<file path="src/rtl/stream_fifo.sv">
`timescale 1ns/1ps
`default_nettype none

module stream_fifo #(
  parameter type         payload_t = logic,
  parameter int unsigned Depth     = 4
) (
  input  logic                         clk_i,
  input  logic                         rst_i,
  // Push side.
  input  payload_t                     data_i,
  input  logic                         valid_i,
  output logic                         ready_o,
  // Pop side.
  output payload_t                     data_o,
  output logic                         valid_o,
  input  logic                         ready_i,
  output logic [$clog2(Depth+1)-1:0]   free_o
);

  localparam int unsigned PtrW = (Depth > 1) ? $clog2(Depth) : 1;
  localparam int unsigned CntW = $clog2(Depth + 1);

  payload_t        mem_q [Depth];
  logic [PtrW-1:0] wr_ptr_q;
  logic [PtrW-1:0] rd_ptr_q;
  logic [CntW-1:0] cnt_q;
  logic            full;
  logic            empty;
  logic            push;
  logic            pop;

  // Pointers wrap at Depth, which need not be a power of two.
  function automatic logic [PtrW-1:0] next_ptr(input logic [PtrW-1:0] ptr);
    if (ptr == PtrW'(Depth - 1)) begin
      return '0;
    end
    return ptr + 1'b1;
  endfunction

  assign full    = (cnt_q == CntW'(Depth));
  assign empty   = (cnt_q == '0);
  assign ready_o = !full;
  assign valid_o = !empty;
  assign data_o  = mem_q[rd_ptr_q];
  assign free_o  = CntW'(Depth) - cnt_q;
  assign push    = valid_i && ready_o;
  assign pop     = valid_o && ready_i;

  always_ff @(posedge clk_i) begin
    if (rst_i) begin
      wr_ptr_q <= '0;
      rd_ptr_q <= '0;
      cnt_q    <= '0;
    end else begin
      if (push) begin
        wr_ptr_q <= next_ptr(wr_ptr_q);
      end
      if (pop) begin
        rd_ptr_q <= next_ptr(rd_ptr_q);
      end
      // Count moves only when one side is idle.
      if (push && !pop) begin
        cnt_q <= cnt_q + 1'b1;
      end else if (pop && !push) begin
        cnt_q <= cnt_q - 1'b1;
      end
    end
  end

  // Storage.
  always_ff @(posedge clk_i) begin
    if (push) begin
      mem_q[wr_ptr_q] <= data_i;
    end
  end

  // An entry offered to a full buffer waits unchanged for room.
  a_no_push_full: assert property (@(posedge clk_i) disable iff (rst_i)
    (valid_i && !ready_o) |=> (valid_i && $stable(data_i)));
  // Equal pointers only at the two ends of the count.
  a_ptr_cnt: assert property (@(posedge clk_i) disable iff (rst_i)
    (wr_ptr_q == rd_ptr_q) |-> (full || empty));

endmodule

`default_nettype wire
</file>
<file path="config.mk">
export PLATFORM = sky130hd
export DESIGN_NAME = stream_fifo
export DESIGN_NICKNAME = d
export VERILOG_FILES = /design/src/rtl/stream_fifo.sv
export SDC_FILE = /design/constraint.sdc
export NUM_CORES = 1
export LEC_CHECK = 0
export ABC_AREA = 1
export ABC_CLOCK_PERIOD_IN_PS = 5590
export BUFFER_PORTS_ARGS = -buffer_cell sky130_fd_sc_hd__buf_4
export CAP_MARGIN = 20
export CORE_AREA = 5 5 42 44
export CTS_CLUSTER_SIZE = 14
export DETAILED_ROUTE_END_ITERATION = 10
export DIE_AREA = 0 0 47 49
export GPL_ROUTABILITY_DRIVEN = 0
export GPL_TIMING_DRIVEN = 0
export PLACE_DENSITY = 0.73
export REMOVE_ABC_BUFFERS = 1
export SLEW_MARGIN = 20
export SYNTH_ARGS = -nofsm -noshare
export SYNTH_HDL_FRONTEND = slang
export SYNTH_SLANG_ARGS = --single-unit
</file>
<file path="constraint.sdc">
create_clock -name clk_i -period 5.59 [get_ports clk_i]
set_clock_uncertainty 0.1 [all_clocks]
set_input_delay 1.118 -clock clk_i [delete_from_list [all_inputs] [get_ports clk_i]]
set_output_delay 1.118 -clock clk_i [all_outputs]
set_load 0.1 [all_outputs]
</file>
==> results.yml <==
detailed_routing:
  drc_errors: 0
  routed-via-count: 504
  wirelength_mm: 1.01
  first_iter_violations: 5
  antenna_left: 0
  drt_pass1_iterations: 4
  post_drt_via_cell_ratio: 4.67
  route.detailed.wl_per_inst_um: 9.36
die:
  initial_utilization_pct: 49.5
  num_rows: 14
  placeableCoreArea_mm2: 0.00140
  floorplan.die.height_um: 49
  floorplan.die.width_um: 47
  dieArea_mm2: 0.00230
  ioPinCount: 11
synth:
  syn_inst: 79
  post_synth_instance_area_um2: 693
  synth-xor-area-share_pct: 0
  synth.yosys.warnings: 0
  synth_cell_type_count: 17
  synth_top_area_cell: "dfxtp_1"
  post_synth.cell_area_avg_um2: 8.77
  async_flop_share_pct: 0
  synth.ff_latch_count: 13
  postSynth.topFlopCell: "dfxtp_1"
  yosysMostFrequentCell: "nor2_1"
  synth_area_in_adders_pct: 19.1
  synth-edff-count: 4
  synth_top_family_by_area: "adder cells"
  yosysSeqAreaShare_pct: 43.3
  synth_simple_gate_area_share_pct: 14.3
  post_synth_top_area_share_pct: 26.0
  synth_common_cells: "nor2_1 (14), inv_1 (12), dfxtp_1 (9), ha_1 (9), o21ai_1 (8)"
  synth_compound_area_share_pct: 9.39
  synthMuxAreaShare_pct: 0
  yosys-top-cells-area: "dfxtp_1 (26%), edfxtp_1 (17%), ha_1 (16%), nor2_1 (7.6%), inv_1 (6.5%)"
critical_path:
  crit_path_max_fanout: 5
  reg2reg_to: "cnt_q[2]$_SDFFE_PP0P_"
  worstReg2RegStart: "cnt_q[0]$_SDFFE_PP0P_"
  cp.arrival_ns: 1.60
  slowest_stage: "dfxtp_1"
  reg2reg_depth: 15
  worst_setup_path_endpoint: "free_o[2]"
  crit_cells: 5
  worst-endpoint-required_ns: 4.37
  startpoint_type: "register"
  setup.reg_to_reg.worst_slack_ns: 3.30
  end_kind: "output port"
  worstPathBufferInverterCount: 3
  critical_path.startpoint: "cnt_q[0]$_SDFFE_PP0P_"
  cp_slowest_stage_delay_ns: 0.44
  crit_path_class: "reg2out"
  crit_chain: "inv_1 > ha_1 > ha_1 > inv_1 > buf_4"
  cpLargestDelayFamily: "adder cells"
timing:
  final.hold.worst_slack_ns: 0.409
  actual_slew_at_the_worst_max_slew_pin_ns: 0.280
  rsz_0062_raised_after_global_routing: "no"
  max_slew_margin_pct: 81.5
  report.final.hold_viol_count: 0
  post-route-worst-setup-slack_ns: 2.77
  timing.setup.tns_ns: 0
  slew_violations: 0
  fin_crit_sh_pct: 50.5
  clock.fmax_mhz: 354
  period_minus_slack_ns: 2.82
  setup_viol_count_final: 0
finish:
  final_layout_size_suffix_gt1_share_pct: 26.1
  syn2layout_area_growth_pct: 16.4
  antenna-diode-count: 0
  final_nets: 108
  final_cells: 108
  fillers: 133
min_path:
  min-delay-path-class: "reg2reg"
  holdCritStartpoint: "rd_ptr_q[1]$_SDFFE_PP0P_"
clock_tree:
  clock_sinks: 13
  clk_root_buffer_cell: "clkbuf_4"
  tritoncts: "built"
  cts_htree_levels: 1
  post-cts-setup-buffers: 0
  cts_repair_resize_count: 0
  clkTransAtPathRegs_ns: 0.07
  cts_max_path_buffers: 2
  cts.hold.buffers_added: 0
  insertion_delay_ns: 0.26
  numCtsBuffers: 3
flow_run:
  max_cap_violations: 0
grt:
  vias_in_the_first_global_route: 466
  track_usage_pct: 10.5
  grt_start_max_net_pins: 9
  grt_first_pass_wirelength_mm: 1.81
  antenna_found_initial: 0
  grt_overflow_total: 0
place:
  port_buffers: 10
  post-place-ws_ns: 3.05
  place_inst: 104
  dp_hpwl_um: 817
outcome:
  result_of_the_run: "complete, no violations"
[final cells by class]
type	count	area, um^2	share of cell area [%]
clock buffer	4	26.3	3.26
inverter	20	88.8	11.0
multi-input combinational	45	297	36.7
sequential	13	300	37.2
tap	16	20.0	2.48
timing repair buffer	10	75.1	9.30
[how the worst min path moves through the flow]
stage | cells past startpoint | end
2_1_floorplan | 2 | cnt_q[1]$_SDFFE_PP0P_
3_3_place_gp | 2 | rd_ptr_q[1]$_SDFFE_PP0P_
3_5_place_dp | 2 | rd_ptr_q[1]$_SDFFE_PP0P_
4_1_cts | 2 | rd_ptr_q[1]$_SDFFE_PP0P_
5_1_grt | 2 | rd_ptr_q[1]$_SDFFE_PP0P_
6_report | 2 | rd_ptr_q[1]$_SDFFE_PP0P_
[worst reg2reg max path, cell delays in order (launching register included)]
cell,delay [ns]
dfxtp_1,0.44
inv_1,0.07
ha_1,0.23
ha_1,0.20
inv_2,0.07
nand2_4,0.07
inv_2,0.07
ha_1,0.18
inv_2,0.05
fa_1,0.39
inv_1,0.07
nand2_1,0.06
nand3_1,0.07
nand2_1,0.05
inv_1,0.04
nor2_1,0.04
[kinds of logic (layout without fill, tap and decap cells)]
family | Yosys count | after routing
buffers and inverters | 21 | 34
flip-flops | 13 | 13
AO/OA/AOI/OAI | 13 | 13
AND/OR/NAND/NOR | 22 | 22
adder cells (fa/ha/maj) | 10 | 10
[through the flow]
| step | area, um^2 | utilization, % |
|---|---|---|
| final | 807 | 57.6 |
| after global routing | 807 | 57.6 |
| after CTS | 807 | 57.6 |
| after detailed placement | 781 | 55.7 |
| after global placement | 781 | 55.7 |
| after floorplan | 686 | - |
[metal layers]
layer,part of all wire (%),global-route usage [%],up-vias
met1,45,12.5,221
met5,0,0,-
li1,-,-,272
met4,0.99,2.76,0
met3,5.0,3.32,2
met2,49,17.4,9
[placed cells by master, fill, tap and decap left out, drive strengths merged]
master and n:
a21oi 4, buf 10, bufinv 1, clkbuf 4
dfxtp 9, edfxtp 4, fa 1, ha 9
inv 19, nand2 6, nand3 1, nand4 1
nor2 14, o21ai 9
Power is left out: the tool's default activity adds up to more than one toggle a clock period on the data nets, which glitch-free logic cannot reach.
