`config.mk`:
```
export PLATFORM = sky130hd
export DESIGN_NAME = axi_burst_unroll
export DESIGN_NICKNAME = d
export VERILOG_FILES = /design/src/rtl/axi_mem_pkg.sv /design/src/rtl/axi_burst_unroll.sv
export VERILOG_INCLUDE_DIRS = /design/src /design/src/rtl
export SDC_FILE = /design/constraint.sdc
export NUM_CORES = 1
export LEC_CHECK = 0
export BUFFER_PORTS_ARGS = -buffer_cell sky130_fd_sc_hd__buf_4
export CORE_MARGIN = 3
export CORE_UTILIZATION = 51
export DETAILED_ROUTE_END_ITERATION = 8
export PLACE_DENSITY = 0.86
export SLEW_MARGIN = 10
export SYNTH_ARGS = -nofsm -noshare
export SYNTH_HDL_FRONTEND = slang
export SYNTH_SLANG_ARGS = --single-unit
```
`constraint.sdc`:
```
create_clock -name clk_i -period 9.1 [get_ports clk_i]
set_input_delay 0.91 -clock clk_i [delete_from_list [all_inputs] [get_ports clk_i]]
set_output_delay 0.91 -clock clk_i [all_outputs]
set_load 0.01 [all_outputs]
```
`src/rtl/axi_mem_settings.svh`:
```
`ifndef AXI_MEM_SETTINGS_SVH
`define AXI_MEM_SETTINGS_SVH

// Byte address width of the AXI slave port.
`define AXI_ADDR_W 16
// AXI data width, one memory word per beat.
`define AXI_DATA_W 64
// Transaction ID width.
`define AXI_ID_W 4

// Banks split every word into equal slices.
`define MEM_NUM_BANKS 2
// Depth of each bank in words.
`define MEM_WORDS 256

// Beats buffered between unroller and response generator.
`define REQ_FIFO_DEPTH 4
// Responses buffered towards the B and R channels.
`define RSP_FIFO_DEPTH 4

`endif

```
`src/rtl/axi_mem_pkg.sv`:
```
`default_nettype none

`include "axi_mem_settings.svh"

package axi_mem_pkg;

  // Basic AXI field types.
  typedef logic [`AXI_ADDR_W-1:0]   addr_t;
  typedef logic [`AXI_ID_W-1:0]     id_t;
  typedef logic [`AXI_DATA_W-1:0]   data_t;
  typedef logic [`AXI_DATA_W/8-1:0] strb_t;
  // Beat count minus one, as on AxLEN.
  typedef logic [7:0]               len_t;

  // Word index, the same in every bank.
  typedef logic [$clog2(`MEM_WORDS)-1:0] word_addr_t;

  // Slice of a word held by one bank.
  typedef logic [`AXI_DATA_W/`MEM_NUM_BANKS-1:0]   bank_data_t;
  typedef logic [`AXI_DATA_W/`MEM_NUM_BANKS/8-1:0] bank_strb_t;

  // Free slot count of the response FIFO.
  typedef logic [$clog2(`RSP_FIFO_DEPTH+1)-1:0] rsp_cnt_t;

  // Write address channel.
  typedef struct packed {
    id_t   id;
    addr_t addr;
    len_t  len;
  } aw_chan_t;

  // Write data channel.
  typedef struct packed {
    data_t data;
    strb_t strb;
    logic  last;
  } w_chan_t;

  // Write response channel, always OKAY.
  typedef struct packed {
    id_t id;
  } b_chan_t;

  // Read address channel.
  typedef struct packed {
    id_t   id;
    addr_t addr;
    len_t  len;
  } ar_chan_t;

  // Read data channel, always OKAY.
  typedef struct packed {
    id_t   id;
    data_t data;
    logic  last;
  } r_chan_t;

  // One unrolled beat towards the banks.
  typedef struct packed {
    word_addr_t addr;
    data_t      wdata;
    strb_t      strb;
    logic       we;
    id_t        id;
    logic       last;
  } mem_req_t;

  // One entry for the B or R channel.
  typedef struct packed {
    logic  is_write;
    id_t   id;
    data_t data;
    logic  last;
  } rsp_entry_t;

endpackage

`default_nettype wire

```
`src/rtl/axi_burst_unroll.sv`:
```
`timescale 1ns/1ps
`default_nettype none

module axi_burst_unroll import axi_mem_pkg::*; (
  input  logic     clk_i,
  input  logic     rst_i,
  // Write address.
  input  aw_chan_t aw_i,
  input  logic     aw_valid_i,
  output logic     aw_ready_o,
  // Write data.
  input  w_chan_t  w_i,
  input  logic     w_valid_i,
  output logic     w_ready_o,
  // Read address.
  input  ar_chan_t ar_i,
  input  logic     ar_valid_i,
  output logic     ar_ready_o,
  // Single-beat requests to the request FIFO.
  output mem_req_t req_o,
  output logic     req_valid_o,
  input  logic     req_ready_i,
  output logic     busy_o
);

  // Address bits below the word index.
  localparam int unsigned WordOff = $clog2($bits(strb_t));

  // Control state.
  logic       en_q;
  logic       active_q;
  logic       prio_wr_q;
  logic       req_valid_q;
  // Active burst.
  logic       is_wr_q;
  id_t        id_q;
  word_addr_t addr_q;
  len_t       cnt_q;
  mem_req_t   req_q;

  logic       can_load;
  logic       aw_fire;
  logic       ar_fire;
  logic       wr_fire;
  logic       rd_fire;
  logic       beat_fire;
  logic       beat_last;
  word_addr_t ar_word;
  word_addr_t beat_addr;
  len_t       beat_cnt;
  id_t        beat_id;

  // The output register takes a beat when empty or draining.
  assign can_load = !req_valid_q || req_ready_i;

  // New bursts only at a burst boundary.
  // On contention the direction served last waits.
  assign aw_ready_o = en_q && !active_q && (prio_wr_q || !ar_valid_i);
  assign ar_ready_o = en_q && !active_q && can_load && (!prio_wr_q || !aw_valid_i);
  assign aw_fire    = aw_valid_i && aw_ready_o;
  assign ar_fire    = ar_valid_i && ar_ready_o;

  // One W beat per memory request.
  assign w_ready_o = active_q && is_wr_q && can_load;
  assign wr_fire   = w_valid_i && w_ready_o;
  // Later read beats need no handshake from the master.
  assign rd_fire   = active_q && !is_wr_q && can_load;

  // The first read beat leaves straight from AR.
  assign ar_word   = ar_i.addr[WordOff +: $bits(word_addr_t)];
  assign beat_addr = ar_fire ? ar_word : addr_q;
  assign beat_cnt  = ar_fire ? ar_i.len : cnt_q;
  assign beat_id   = ar_fire ? ar_i.id : id_q;
  assign beat_fire = wr_fire || rd_fire || ar_fire;
  assign beat_last = (beat_cnt == '0);

  always_ff @(posedge clk_i) begin
    if (rst_i) begin
      en_q        <= 1'b0;
      active_q    <= 1'b0;
      prio_wr_q   <= 1'b1;
      req_valid_q <= 1'b0;
    end else begin
      // Ports open one cycle after reset.
      en_q <= 1'b1;
      if (aw_fire) begin
        active_q  <= 1'b1;
        prio_wr_q <= 1'b0;
      end else if (beat_fire) begin
        active_q <= !beat_last;
      end
      if (ar_fire) begin
        prio_wr_q <= 1'b1;
      end
      if (beat_fire) begin
        req_valid_q <= 1'b1;
      end else if (req_ready_i) begin
        req_valid_q <= 1'b0;
      end
    end
  end

  // Burst bookkeeping.
  always_ff @(posedge clk_i) begin
    if (aw_fire) begin
      is_wr_q <= 1'b1;
      id_q    <= aw_i.id;
      addr_q  <= aw_i.addr[WordOff +: $bits(word_addr_t)];
      cnt_q   <= aw_i.len;
    end else if (beat_fire) begin
      if (ar_fire) begin
        is_wr_q <= 1'b0;
      end
      id_q   <= beat_id;
      addr_q <= beat_addr + 1'b1;
      cnt_q  <= beat_cnt - 1'b1;
    end
  end

  // Beat register in front of the FIFO.
  always_ff @(posedge clk_i) begin
    if (beat_fire) begin
      req_q.addr  <= beat_addr;
      req_q.wdata <= wr_fire ? w_i.data : '0;
      req_q.strb  <= wr_fire ? w_i.strb : '0;
      req_q.we    <= wr_fire;
      req_q.id    <= beat_id;
      req_q.last  <= beat_last;
    end
  end

  assign req_o       = req_q;
  assign req_valid_o = req_valid_q;
  assign busy_o      = active_q || req_valid_q;

  // WLAST from the master must match the length given on AW.
  a_wlast_len: assert property (@(posedge clk_i) disable iff (rst_i)
    wr_fire |-> (w_i.last == beat_last));

endmodule

`default_nettype wire

```
==> metrics.txt <==
outcome finished clean; Clk Latency, worst-skew pair 360 ps; antenna violations before repair 0; post-DR wirelength/cell 17.63 microns; remaining antenna violation count after routing 0; peak supply drop 0.0001048 V; total CTS buffers 9; synthesized cell area 0.004951 sq mm; Worst Skew approximately 13 ps; Synth Register Bits approximately 110; dpl ws 5363 ps; compound-cell area share of the yosys netlist 5.155%; crit path DAT roughly 3500 ps; largest net degree at the start of global routing 75; synthesis-to-layout area growth 37.10%; Placed Area approximately 0.0066 sq mm; largest area contributor in the netlist edfxtp_1; Synth Area in Adders 0.5054%; Fin. Hold Viols 0; Setup crit end kind register; synthesized area per cell 13.24 sq um; vias in the first global route ~3800; min Tclk post-route about 3400 ps; GRT Residual Overflow 0; top post-synthesis cells by area edfxtp_1 64%, and3_1 9.5%, nand2_1 2.7%; Num Clock Sinks between 100 and 150; Worst-Margin Slew 932.8 ps; proportion of layout cells with a drive suffix above 1 ~44%; power per cell area 177.9 mW/mm^2; initial core utilization 53.08%; first-pass GRT wire length a little under 20000 microns; xor-xnor portion of the synthesized cell area 1.946%; Synth cell types 49; setup TNS 0 ps; Synth Net Count 511; vias per inst 5.379; FMAX slightly below 300 MHz; TritonCTS clock tree built; RSZ-0062 raised after global routing no; # H-tree levels 3; ys async rst share 0%; max_slew headroom 37.81%; Synth warnings 0; die span in x 104.5 microns; crit-path cells buf_4 -> a21boi_1 -> nand3_2 -> mux2i_1 -> ha_1 -> or4b_1 -> o32ai_1 -> o21bai_1 -> a221oi_1; Setup-failing EPs final 0; Worst Setup Slack, final ~5700 ps; Initial DRC Count 255; Placeable Area ~0.0093 sq mm; Root Buffer clkbuf_8; setup bufs post-CTS 0; Post-synth EDFFs 106; gr usage total between 20% and 30%; Worst-path clk slew 100 ps; routability cong. just over 0.9; die area 0.01093 sq mm; startpoint types input port; top-area cell type share of the netlist area 64.29%; # placed instances 691; Critical Path Fanout Max 23; DR DRC count 0; post-CTS sizing 0; total chip power 0.001208 W; cell area after layout 0.006788 sq mm; ant diodes 0; Max Cap Viol 0; die extent in y about 100 microns; simple-gate share of the synthesized area 19.76%; final wirelength around 12000 microns; fin nets a little over 700; Layout Cells excl Fill 707; critical path class in2reg; drt first pass iters 5; WP data required between 9000 and 10000 ps; Slowest-stage cell, CP nand3_2; hold buffers post-CTS 0; port bufs between 200 and 250; hold crit path type reg2reg; Final HPWL DP between 9000 and 10000 microns; largest family of logic cells by synthesized area simple AND/OR/NAND/NOR gates; final slew viol count 0; final period utilization 36.84%; row cnt 35; Top Ports 226; vias roughly 3800; Seq/Total Area, Yosys 66.31%; post-synthesis mux area share 3.462%; slowest cell delay on critical path 520 ps; Post-Syn Instances roughly 370; Clock Path Buffers 2; Leakage 3.061 nW; Main synth FF type edfxtp_1
## power by group
part / internal (W) / switching (W) / leakage, nW
Sequential: 0.000635 / 0.0000264 / 1.07
Clock: 0.000131 / 0.000165 / 0.0969
Combinational: 0.000124 / 0.000127 / 1.90
## per-layer routing
layer	GRT usage, %	vias up	routed length (microns)
met5	0	-	0
li1	-	1820	-
met4	7.597	0	143
met1	27.73	1798	4685
met2	40.50	175	6658
met3	4.632	10	977
## critical path: cells and delay by family
kind / cells / cell delay [ps]
AOI/OAI and AO/OA: 4 / 830
adders and majority gates: 1 / 240
and+or+nand+nor: 2 / 1040
muxes: 1 / 370
buffers and inverters: 1 / 120
## kinds of logic (layout without fill, tap and decap cells)
family                     Yosys count  after routing
and+or+nand+nor                    171            171
muxes                               15             15
buffers and inverters               29            233
AOI/OAI and AO/OA                   35             35
DFF                                111            111
xor gates and xnor gates            11             11
adders and majority gates            2              2
## sequential cells by signal, summed over array words and instances, names as in the netlist
signal / count
prio_wr_q: 1
is_wr_q: 1
active_q: 1
cnt_q: 8
req_valid_o: 1
req_o: 86
id_q: 4
addr_q: 8
en_q: 1
## cell usage after synthesis, types with 2 or more instances
master,instances
dfxtp_1,5
and2_1,2
nor2_1,10
o21ai_0,8
clkbuf_1,16
and3_1,75
mux2i_1,4
a21oi_1,5
mux2_4,2
or3_1,5
nand3_1,11
ha_1,2
buf_2,5
nand2b_1,2
nand2_1,35
nor2b_1,3
xor2_1,5
nor3b_1,2
buf_6,2
mux2_2,9
o221a_2,5
inv_1,5
nand4_1,6
edfxtp_1,106
a211oi_1,3
o31ai_1,6
nor4_1,4
xnor2_1,6
nor3_1,5
## worst paths after layout
| check | from | to | slack (ps) | cells past startpoint |
|---|---|---|---|---|
| setup / recovery | aw_valid_i | cnt_q[6]$_DFFE_PP_ | 5750 | 9 |
| hold / removal | is_wr_q$_SDFFE_PP1P_ | is_wr_q$_SDFFE_PP1P_ | 470 | 2 |
| setup reg to reg | prio_wr_q$_SDFFE_PP1P_ | cnt_q[6]$_DFFE_PP_ | 6080 | 8 |
| hold reg to reg | is_wr_q$_SDFFE_PP1P_ | is_wr_q$_SDFFE_PP1P_ | 470 | 2 |
## stage by stage
step,hold slack [ps],util (%)
floorplan,426.4,-
global placement,436.8,70.58
detailed placement,448.6,70.58
CTS,465.0,72.77
global route,486.9,72.77
finish,465.6,72.77
## cells in the final DEF (no fill, tap or decap), drive strengths merged, types with 4 or more instances in the layout
cell type,synthesis,final
buf,8,212
edfxtp,106,106
and3,75,75
nand2,35,35
nand3,12,12
mux2,11,11
nor2,10,10
clkbuf,16,9
o21ai,8,8
nand4,6,6
o31ai,6,6
xnor2,6,6
nor3,6,6
inv,5,6
or3,5,5
xor2,5,5
o221a,5,5
a21oi,5,5
dfxtp,5,5
mux2i,4,4
nor4,4,4
## layout make-up
cell class,instances,area (sq um)
repair buffers,212,1592
flip-flops and latches,111,3283
multi-input cells,234,1528
well taps,129,161.4
clock buffers,9,123.9
fillers,631,2540
clock inverters,7,80.08
inverters,5,20.02
Note: power is estimated with default switching activity, not from simulation.
