## config.mk

```make
export PLATFORM = sky130hd
export DESIGN_NAME = mem_resp_gen
export DESIGN_NICKNAME = d
export VERILOG_FILES = /design/src/rtl/axi_mem_pkg.sv /design/src/rtl/mem_resp_gen.sv
export VERILOG_INCLUDE_DIRS = /design/src /design/src/rtl
export SDC_FILE = /design/constraint.sdc
export NUM_CORES = 1
export LEC_CHECK = 0
export ABC_AREA = 1
export CAP_MARGIN = 20
export CORE_AREA = 2 2 123 125
export CTS_CLUSTER_DIAMETER = 150
export DETAILED_ROUTE_END_ITERATION = 8
export DIE_AREA = 0 0 125 127
export DONT_BUFFER_PORTS = 1
export PLACE_DENSITY = 0.3
export SETUP_SLACK_MARGIN = 0.3
export SYNTH_ARGS = -nofsm -noshare
export SYNTH_HDL_FRONTEND = slang
export SYNTH_SLANG_ARGS = --single-unit
```

## constraint.sdc

```tcl
create_clock -name clk_i -period 1.4 [get_ports clk_i]
set_input_delay 0.21 -clock clk_i [delete_from_list [all_inputs] [get_ports clk_i]]
set_output_delay 0.21 -clock clk_i [all_outputs]
set_load 0.05 [all_outputs]
```

## src/rtl/axi_mem_settings.svh

```systemverilog
`ifndef AXI_MEM_SETTINGS_SVH
`define AXI_MEM_SETTINGS_SVH

// Byte address width of the AXI slave port.
`define AXI_ADDR_W 16
// AXI data width, one memory word per beat.
`define AXI_DATA_W 64
// Transaction ID width.
`define AXI_ID_W 4

// Banks split every word into equal slices.
`define MEM_NUM_BANKS 2
// Depth of each bank in words.
`define MEM_WORDS 256

// Beats buffered between unroller and response generator.
`define REQ_FIFO_DEPTH 4
// Responses buffered towards the B and R channels.
`define RSP_FIFO_DEPTH 4

`endif

```

## src/rtl/axi_mem_pkg.sv

```systemverilog
`default_nettype none

`include "axi_mem_settings.svh"

package axi_mem_pkg;

  // Basic AXI field types.
  typedef logic [`AXI_ADDR_W-1:0]   addr_t;
  typedef logic [`AXI_ID_W-1:0]     id_t;
  typedef logic [`AXI_DATA_W-1:0]   data_t;
  typedef logic [`AXI_DATA_W/8-1:0] strb_t;
  // Beat count minus one, as on AxLEN.
  typedef logic [7:0]               len_t;

  // Word index, the same in every bank.
  typedef logic [$clog2(`MEM_WORDS)-1:0] word_addr_t;

  // Slice of a word held by one bank.
  typedef logic [`AXI_DATA_W/`MEM_NUM_BANKS-1:0]   bank_data_t;
  typedef logic [`AXI_DATA_W/`MEM_NUM_BANKS/8-1:0] bank_strb_t;

  // Free slot count of the response FIFO.
  typedef logic [$clog2(`RSP_FIFO_DEPTH+1)-1:0] rsp_cnt_t;

  // Write address channel.
  typedef struct packed {
    id_t   id;
    addr_t addr;
    len_t  len;
  } aw_chan_t;

  // Write data channel.
  typedef struct packed {
    data_t data;
    strb_t strb;
    logic  last;
  } w_chan_t;

  // Write response channel, always OKAY.
  typedef struct packed {
    id_t id;
  } b_chan_t;

  // Read address channel.
  typedef struct packed {
    id_t   id;
    addr_t addr;
    len_t  len;
  } ar_chan_t;

  // Read data channel, always OKAY.
  typedef struct packed {
    id_t   id;
    data_t data;
    logic  last;
  } r_chan_t;

  // One unrolled beat towards the banks.
  typedef struct packed {
    word_addr_t addr;
    data_t      wdata;
    strb_t      strb;
    logic       we;
    id_t        id;
    logic       last;
  } mem_req_t;

  // One entry for the B or R channel.
  typedef struct packed {
    logic  is_write;
    id_t   id;
    data_t data;
    logic  last;
  } rsp_entry_t;

endpackage

`default_nettype wire

```

## src/rtl/mem_resp_gen.sv

```systemverilog
`timescale 1ns/1ps
`default_nettype none

`include "axi_mem_settings.svh"

module mem_resp_gen import axi_mem_pkg::*; (
  input  logic                                clk_i,
  input  logic                                rst_i,
  // Requests from the request FIFO.
  input  mem_req_t                            req_i,
  input  logic                                req_valid_i,
  output logic                                req_ready_o,
  // Room left in the response FIFO.
  input  rsp_cnt_t                            rsp_free_i,
  // Bank ports, one slice each.
  output logic       [`MEM_NUM_BANKS-1:0]     bank_req_o,
  output logic       [`MEM_NUM_BANKS-1:0]     bank_we_o,
  output word_addr_t [`MEM_NUM_BANKS-1:0]     bank_addr_o,
  output bank_data_t [`MEM_NUM_BANKS-1:0]     bank_wdata_o,
  output bank_strb_t [`MEM_NUM_BANKS-1:0]     bank_strb_o,
  input  bank_data_t [`MEM_NUM_BANKS-1:0]     bank_rdata_i,
  // Entries into the response FIFO.
  output rsp_entry_t                          rsp_o,
  output logic                                rsp_valid_o
);

  localparam int unsigned BankW = $bits(bank_data_t);
  localparam int unsigned BankS = $bits(bank_strb_t);

  // Beat metadata held while the banks read.
  typedef struct packed {
    logic we;
    id_t  id;
    logic last;
  } meta_t;

  meta_t    meta_q;
  logic     meta_valid_q;
  logic     issue;
  rsp_cnt_t in_flight;

  // Only reads and last write beats need a response slot.
  assign rsp_valid_o = meta_valid_q && (!meta_q.we || meta_q.last);
  // The beat now in the banks will take one slot next cycle.
  assign in_flight   = rsp_cnt_t'(rsp_valid_o);
  assign req_ready_o = (rsp_free_i > in_flight);
  assign issue       = req_valid_i && req_ready_o;

  // Banks always grant, so issue goes out in the pop cycle.
  always_comb begin
    for (int b = 0; b < `MEM_NUM_BANKS; b++) begin
      bank_req_o[b]   = issue;
      bank_we_o[b]    = issue && req_i.we;
      bank_addr_o[b]  = req_i.addr;
      bank_wdata_o[b] = req_i.wdata[b*BankW +: BankW];
      bank_strb_o[b]  = req_i.strb[b*BankS +: BankS];
    end
  end

  always_ff @(posedge clk_i) begin
    if (rst_i) begin
      meta_valid_q <= 1'b0;
    end else begin
      meta_valid_q <= issue;
    end
  end

  always_ff @(posedge clk_i) begin
    if (issue) begin
      meta_q.we   <= req_i.we;
      meta_q.id   <= req_i.id;
      meta_q.last <= req_i.last;
    end
  end

  // Bank zero carries the low half of the word.
  always_comb begin
    rsp_o.is_write = meta_q.we;
    rsp_o.id       = meta_q.id;
    rsp_o.last     = meta_q.last;
    for (int b = 0; b < `MEM_NUM_BANKS; b++) begin
      rsp_o.data[b*BankW +: BankW] = bank_rdata_i[b];
    end
  end

  // The in-flight count must keep the response FIFO from overflowing.
  a_rsp_room: assert property (@(posedge clk_i) disable iff (rst_i)
    rsp_valid_o |-> (rsp_free_i != '0));

endmodule

`default_nettype wire

```

==> summary by stage, run 1 <==
Timing
Summed over all failing endpoints, the final setup total negative slack is -3.86 ns. The post-route fraction of the period consumed by the critical path is 128%. The final count of hold timing violations is 0.

Setup repair after global routing could not meet its margin everywhere. The total of endpoints with negative setup slack in the final report is 12. The final setup slack of the worst path is -0.391 ns. The number of pins exceeding their max-slew limit in the final report is 0. The maximum clock frequency is 0.558 GHz. Between clock sinks in the finished design, the worst skew comes to 0.00111 ns. The transition time at the pin with the least slew margin is 0.482 ns.

Measured against its own limit, the worst slew margin works out to 68.0%. Hold is met by 0.0570 ns. The routed design could run at a clock period as short as 1.79 ns.

Placement
At the end of routability-driven placement, the weighted congestion stood at 0.610. The cell count after placement is 212. The HPWL after detailed placement is 2050 um. Input and output buffers added on the ports amount to 0.

Synth
Summed over all instances, the cell type with the most area after synthesis is buf_4. The number of different library cells used by synthesis comes to 11. The synthesized instance count is 176.

The area of the mapped netlist is 0.00144 mm2. The Yosys step of the flow raised 0 warnings. After synthesis, flip-flops and latches occupy 13.9% of the total area. The synthesized flop and latch total is 7. The most common cell in the synthesized netlist is buf_4. When the netlist entered floorplanning its net count stood at 333.

In this run the mean area of a mapped cell was 8.16 um2. Yosys attributes the largest share of cell area to buf_4 81%, edfxtp_1 13%, dfxtp_1 1.4%. By count the netlist is led by 155 x buf_4, 6 x edfxtp_1, 4 x inv_1. The main flop type after synthesis is edfxtp_1. In this run, synthesis inferred 6 flip-flops with an integrated enable. After synthesis, the share of flip-flops with an asynchronous set or reset is 0%. The top cell type by area accounts for 81.0% of the synthesized area.

Global routing
The first global-routing pass estimated 3310 um of wire. The via count of the first global-routing pass was 498. Entering global routing, the biggest net connects 7 pins. The aggregate global routing overflow is 0. The number of antenna violations at the first check in global routing is 0. The total routing resource utilization after global routing is 2.96%.

Clock tree
The TritonCTS clock tree is done. CTS built an H-tree with a depth of 1. The post-cts hold buffer count is 0. The count of clock tree sinks is 7. After clock tree synthesis, the clock-pin slew on the worst setup and hold paths is 0.03 ns. TritonCTS created 3 clock buffers.

The tree is rooted in a clkbuf_16. The maximum count of clock buffers along a single path is 2. The clock insertion delay at the later pin of the skew report is 0.23 ns.

Floorplan
The floorplan has 44 rows. The area enclosed by the die boundary is 0.0159 mm2. The die extent in y is 127 um. Once the floorplan was initialized, standard cells occupied 9.96% of the core. The die outline width is 125 um. The core region is 0.0144 mm2. For this design the top-level I/O count stands at 320.

Final layout
Compared with the post-synthesis result, the final layout area differs by -41.2%. The finished layout holds 225 standard cells, fillers aside. The number of antenna diodes in the final layout is 0.

The final layout contains 199 nets. The share of cells above drive strength 1 is 73.2%.

Critical path
The maximum net fanout on the critical path is 3. The master of the slowest instance on the critical path is edfxtp_1. The required time at the worst-slack endpoint is 1.19 ns. The type of element capturing the critical path is an output port. The cell that appears most often on the critical path is nand2_8.

Walking the worst path, the cells encountered are inv_2 > a21boi_4 > ha_4 > clkinv_4 > nand2_4 > nand2_8 > nand2_8 > clkinvlp_4 > buf_12. The largest single stage delay on the critical path is 0.39 ns. STA classifies the critical path startpoint as a register. For the worst setup path, the data arrival time is 1.58 ns.

The start-to-end type of the worst setup path is register to output port. The critical path contains buffers and inverters numbering 4 combined. Broken down by cell family, the worst path's largest delay share belongs to buffers and inverters.

Power and ir drop
For this design the ratio of total power to cell area is 1110 mW/mm2. The worst-case IR drop observed on VDD is 0.301 mV. The total leakage power is 0.000260 uW.

The overall power after layout is 934 uW.

Routing
In this run, the number of DRC markers left after iteration 0 of detailed routing was 21. The number of detailed-route iterations in the first pass is 3. The routed design has 2650 um of wire.

The detailed-route vias per instance is 1.81. After detailed routing, the number of remaining DRC violations is 0. The detailed router placed 408 vias in this run. Dividing the detail-routed wire length by the instance count gives 11.8 um. The detail route stage leaves a number of antenna-violating nets equal to 0.

Run status
The flow ran to the end, but the final reports show violations. The checks that failed: setup timing.

Flow run
The tool flagged a number of max-cap violations equal to 0.

Hold path
The min-delay analysis places its worst path in the category input port to register.
[kinds of logic (layout without fill, tap and decap cells)]
family,count (synthesis),after routing,synth area share [%]
buffers and inverters,161,26,82.6
AOI/OAI and AO/OA,1,1,0.523
DFF,7,7,13.9
and+or+nand+nor,6,6,2.09
adders and majority gates,1,1,0.871
[power breakdown]
part	switching [uW]	total, uW	internal [uW]
logic	100	178	77.9
registers	31.1	275	244
clock network	103	481	378
total	234	934	700
[repair_timing]
action / 4_1_cts / 5_1_grt
setup endpoints to repair: 13 / 14
pin swaps: 5 / 1
gates resized for setup: 14 / 1
setup buffers: 7 / 2
[metrics by stage]
step | cell area, um2 | utilization (%) | setup WS, ns
3_5_place_dp | 636 | 4.41 | -0.241
4_1_cts | 826 | 5.73 | -0.421
5_1_grt | 845 | 5.86 | -0.462
3_3_place_gp | 636 | 4.41 | -0.217
2_1_floorplan | 1520 | - | -1.05
6_report | 845 | 5.86 | -0.391
[worst register-to-register path: stages, from the launching register on]
cell and delay (ns):
edfxtp_1 0.39, inv_2 0.09, a21boi_4 0.06, ha_4 0.28
clkinv_4 0.04, nand2_4 0.07, nand2_8 0.06, nand2_8 0.08
clkinvlp_4 0.10, buf_4 0.14, buf_6 0.12
[sequential cells by signal, indices dropped and copies added (netlist names)]
signal,flops
meta_valid_q,1
rsp_o,6
[metal layers]
layer  global-route usage, %  wire [um]  up-vias
li1                        -          -      106
met1                    1.40        417      146
met2                    2.94        949       81
met3                    2.68        655       75
met4                    8.04        628        0
met5                       0          0        -
[cell usage in the layout (no fill, tap or decap)]
| cell | synthesis | routed |
|---|---|---|
| a21boi_4 | 0 | 1 |
| buf_12 | 0 | 2 |
| buf_4 | 155 | 5 |
| buf_6 | 0 | 7 |
| buf_8 | 0 | 2 |
| clkbuf_1 | 0 | 1 |
| clkbuf_16 | 0 | 3 |
| clkinv_2 | 0 | 1 |
| clkinv_4 | 0 | 1 |
| clkinvlp_4 | 0 | 1 |
| dfxtp_1 | 1 | 1 |
| edfxtp_1 | 6 | 6 |
| ha_4 | 0 | 1 |
| inv_1 | 4 | 2 |
| inv_2 | 0 | 1 |
| nand2_4 | 0 | 1 |
| nand2_8 | 0 | 2 |
| nor2_1 | 2 | 1 |
| nor2_2 | 1 | 1 |
| nor2_4 | 0 | 1 |
[final cells by class]
| class | count | area, um2 |
|---|---|---|
| Clock buffer | 4 | 78.8 |
| Fill cell | 1705 | 13600 |
| Inverter | 6 | 32.5 |
| Multi-Input combinational cell | 8 | 116 |
| Sequential cell | 7 | 200 |
| Tap cell | 184 | 230 |
| Timing Repair Buffer | 16 | 186 |
[path summary, 6_finish.rpt]
| path | from | endpoint | slack (ns) | depth (start not counted) |
|---|---|---|---|---|
| hold reg to reg | meta_valid_q | meta_valid_q | 0.95 | 7 |
| setup / recovery | rsp_o[0] | bank_req_o[0] | -0.39 | 9 |
| hold / removal | rst_i | meta_valid_q | 0.06 | 1 |
| setup reg to reg | rsp_o[0] | rsp_o[0] | -0.27 | 10 |
(Power assumes the default switching activity.)
==> run 2: changes to the inputs <==
- BUFFER_PORTS_ARGS: unset -> -buffer_cell sky130_fd_sc_hd__buf_4
- CORE_AREA: 2 2 123 125 -> 2 2 125 127
- DIE_AREA: 0 0 125 127 -> 0 0 127 129
- DONT_BUFFER_PORTS: 1 -> unset
- PLACE_DENSITY: 0.3 -> 0.41
==> run 2 against run 1 <==
  * The flow still finishes with violations (setup timing)
  * Cell count rose by 8.0%
  * Combinational power rose by 31%
  * Setup slack got worse by 0.026 ns
  * Wire length rose by 17%
  * Register-to-register slack got worse by 0.06 ns
  * Critical endpoint is now bank_we_o[1]
==> summary by stage, run 2 (synthesis results as in run 1) <==
Run status
The run finished, with violations left. The checks that failed: setup timing.

Flow run
Max-cap violations in this run came to 0.

Clock tree
In this run the clock root is driven by a clkbuf_16. For this design, the sink count on the clock tree is 7. After clock tree synthesis, the clock-pin slew on the worst setup and hold paths is 0.03 ns. The total number of H-tree levels is 1.

In this run the deepest clock path goes through 2 buffers. The clock insertion delay at the later pin of the skew report is 0.23 ns. In this run, CTS created clock tree buffers numbering 3. TritonCTS built the clock tree. After clock tree synthesis, the flow added hold-fix buffers numbering 0.

Routing
The pre-antenna-repair detailed-routing pass consisted of 2 iterations. The count of nets left with antenna violations after detail routing is 0. The DRC violation count after routing is 0. The detailed-route vias per instance is 1.94. Dividing the detail-routed wire length by the instance count gives 12.7 um. The detailed router placed 471 vias in this run. The number of DRC markers after the initial detailed-route iteration is 9. After detailed routing, the total wire length is 3100 um.

Final layout
The library cells used most frequently in the layout, excluding fill and tap cells, are 23 x buf_4, 6 x buf_8, 6 x edfxtp_1. The finished layout holds 243 standard cells, fillers aside. The area growth from synthesis to layout is -34.8%. The net total in the final layout is 213. The number of flip-flops under the largest register name is 6.

The post-route netlist has 80.0% of its cells at a drive strength greater than 1. With fillers left out, the area of the finished cells amounts to 937 um2. The library cell used most frequently in the layout, excluding fill and tap cells, is buf_4. The total inserted antenna cells is 0.

Critical path
The start-to-end type of the worst setup path is register to output port. The required time at the worst-slack endpoint is 1.19 ns. The minimum setup slack among reg-to-reg paths is -0.33 ns. The critical path starts at rsp_o[69]. In this run the critical register-to-register path is captured at rsp_o[69].

In this run the worst path has a maximum fanout of 3. Following the worst setup path forward leads to its endpoint at bank_we_o[1]. The critical path crosses 8 cells after its start point. On the worst path, the slowest cell contributes a delay of 0.43 ns. Traced cell by cell, the critical path runs through a21boi_4 > ha_4 > clkinv_4 > nand2_4 > nand2_8 > nand2_8 > nor2_4 > buf_8. Broken down by cell family, the worst path's largest delay share belongs to flip-flops. In this run the critical register-to-register path is launched from rsp_o[0]. Data on the critical path arrives at its endpoint at 1.61 ns. The worst setup path is launched from a register.

The combined buffer and inverter count along the critical path is 2. The path depth of the worst reg2reg path is 10. The cell repeated most along the worst path is nand2_8.

The master of the slowest instance on the critical path is edfxtp_1. The type of element capturing the critical path is an output port.

Global routing
The via count of the first global-routing pass was 562. The number of antenna violations at the first check in global routing was 0. Entering global routing, the biggest net connects 5 pins. After global routing the overflow that remains totals 0. The first-pass GRT wire length is 3870 um. Global routing used 3.35% of the available tracks across all layers.

Timing
Timing would allow up to 0.550 GHz. The worst clock skew is 0.000193 ns. For the pin with the worst max-slew slack, the measured transition is 0.214 ns. Of the available clock period, the critical path in the final layout requires 130%. The smallest clock period supported by the final layout is computed as 1.82 ns. The max-slew headroom at the worst pin is 85.7%. The number of pins exceeding their max-slew limit in the final report was 0.

The final-layout setup total negative slack is -3.98 ns. Setup repair after global routing could not meet its margin everywhere. The final setup slack of the worst path is -0.417 ns. The final count of hold timing violations was 0. The total of endpoints with negative setup slack in the final report is 12.

Floorplan
The area enclosed by the die boundary is 0.0164 mm2. The starting utilization of the core area is 9.59%. The number of ports placed on the die boundary is 320. In this run the standard cell core region covers 0.0150 mm2. From left edge to right edge, the die measures 127 um. The cell row count is 45. In this run the vertical extent of the chip is 129 um.

Power and ir drop
The worst supply voltage drop on vdd is 0.275 mV. The power density over the cells is 1020 mW/mm2. The overall power after layout is 958 uW.

The total leakage power is 0.000322 uW.

Hold path
The kind of path behind the tightest hold check is input port to register.

Placement
The number of input and output port buffers inserted is 23. Timing analysis after detailed placement gives a worst setup slack of -0.226 ns. In this run, placement finished with an instance count of 235. The wire-length estimate of the detail-placed layout is 2580 um. Summing all placed instances gives a cell area of 771 um2. The final weighted congestion of routability-driven global placement is 0.630.
-- run 2: worst min path at each step --
stage	slack [ns]	end	start	cells after the start
floorplan	0.28	meta_valid_q	rst_i	1
global placement	0.39	meta_valid_q	rst_i	2
detailed placement	0.38	meta_valid_q	rst_i	2
CTS	0.15	meta_valid_q	rst_i	2
global route	0.15	meta_valid_q	rst_i	2
finish	0.15	meta_valid_q	rst_i	2
-- run 2: worst register-to-register path, cell delays in order, from the launching register on --
cell	delay (ns)
edfxtp_1	0.39
inv_2	0.09
a21boi_4	0.06
ha_4	0.28
clkinv_4	0.05
nand2_4	0.07
nand2_8	0.06
nand2_8	0.08
clkinvlp_4	0.13
buf_4	0.16
buf_4	0.14
-- run 2: area by class of cell --
| type | instances | area, um2 |
|---|---|---|
| fill | 1759 | 14000 |
| timing repair buffer | 30 | 274 |
| tap | 188 | 235 |
| sequential | 7 | 200 |
| multi-input combinational | 8 | 116 |
| clock buffer | 4 | 78.8 |
| inverter | 6 | 32.5 |
-- run 2: per-stage QoR --
step           util [%]  hold WS (ns)
5_1_grt            6.26         0.146
3_3_place_gp       5.15         0.386
2_1_floorplan         -         0.282
3_5_place_dp       5.15         0.385
4_1_cts            6.16         0.146
6_report           6.26         0.146
-- run 2: power by group --
| part | leakage (uW) | internal, uW | switching (uW) | total [uW] |
|---|---|---|---|---|
| combinational | 0.000217 | 99.6 | 134 | 234 |
| sequential | 0.0000664 | 243 | 6.45 | 250 |
| clock | 0.0000382 | 378 | 96.1 | 474 |
-- run 2: timing repair --
item	in CTS	in global routing
setup endpoints to repair	14	15
buffers inserted	3	1
resized for setup	12	2
pin swaps	5	0
-- run 2: per-layer routing --
layer / routed length [um] / global-route usage [%] / vias to the layer above
met2: 1330 / 4.43 / 94
met3: 877 / 3.95 / 79
met1: 350 / 1.15 / 166
li1: - / - / 132
met5: 0 / 0 / -
met4: 540 / 6.66 / 0
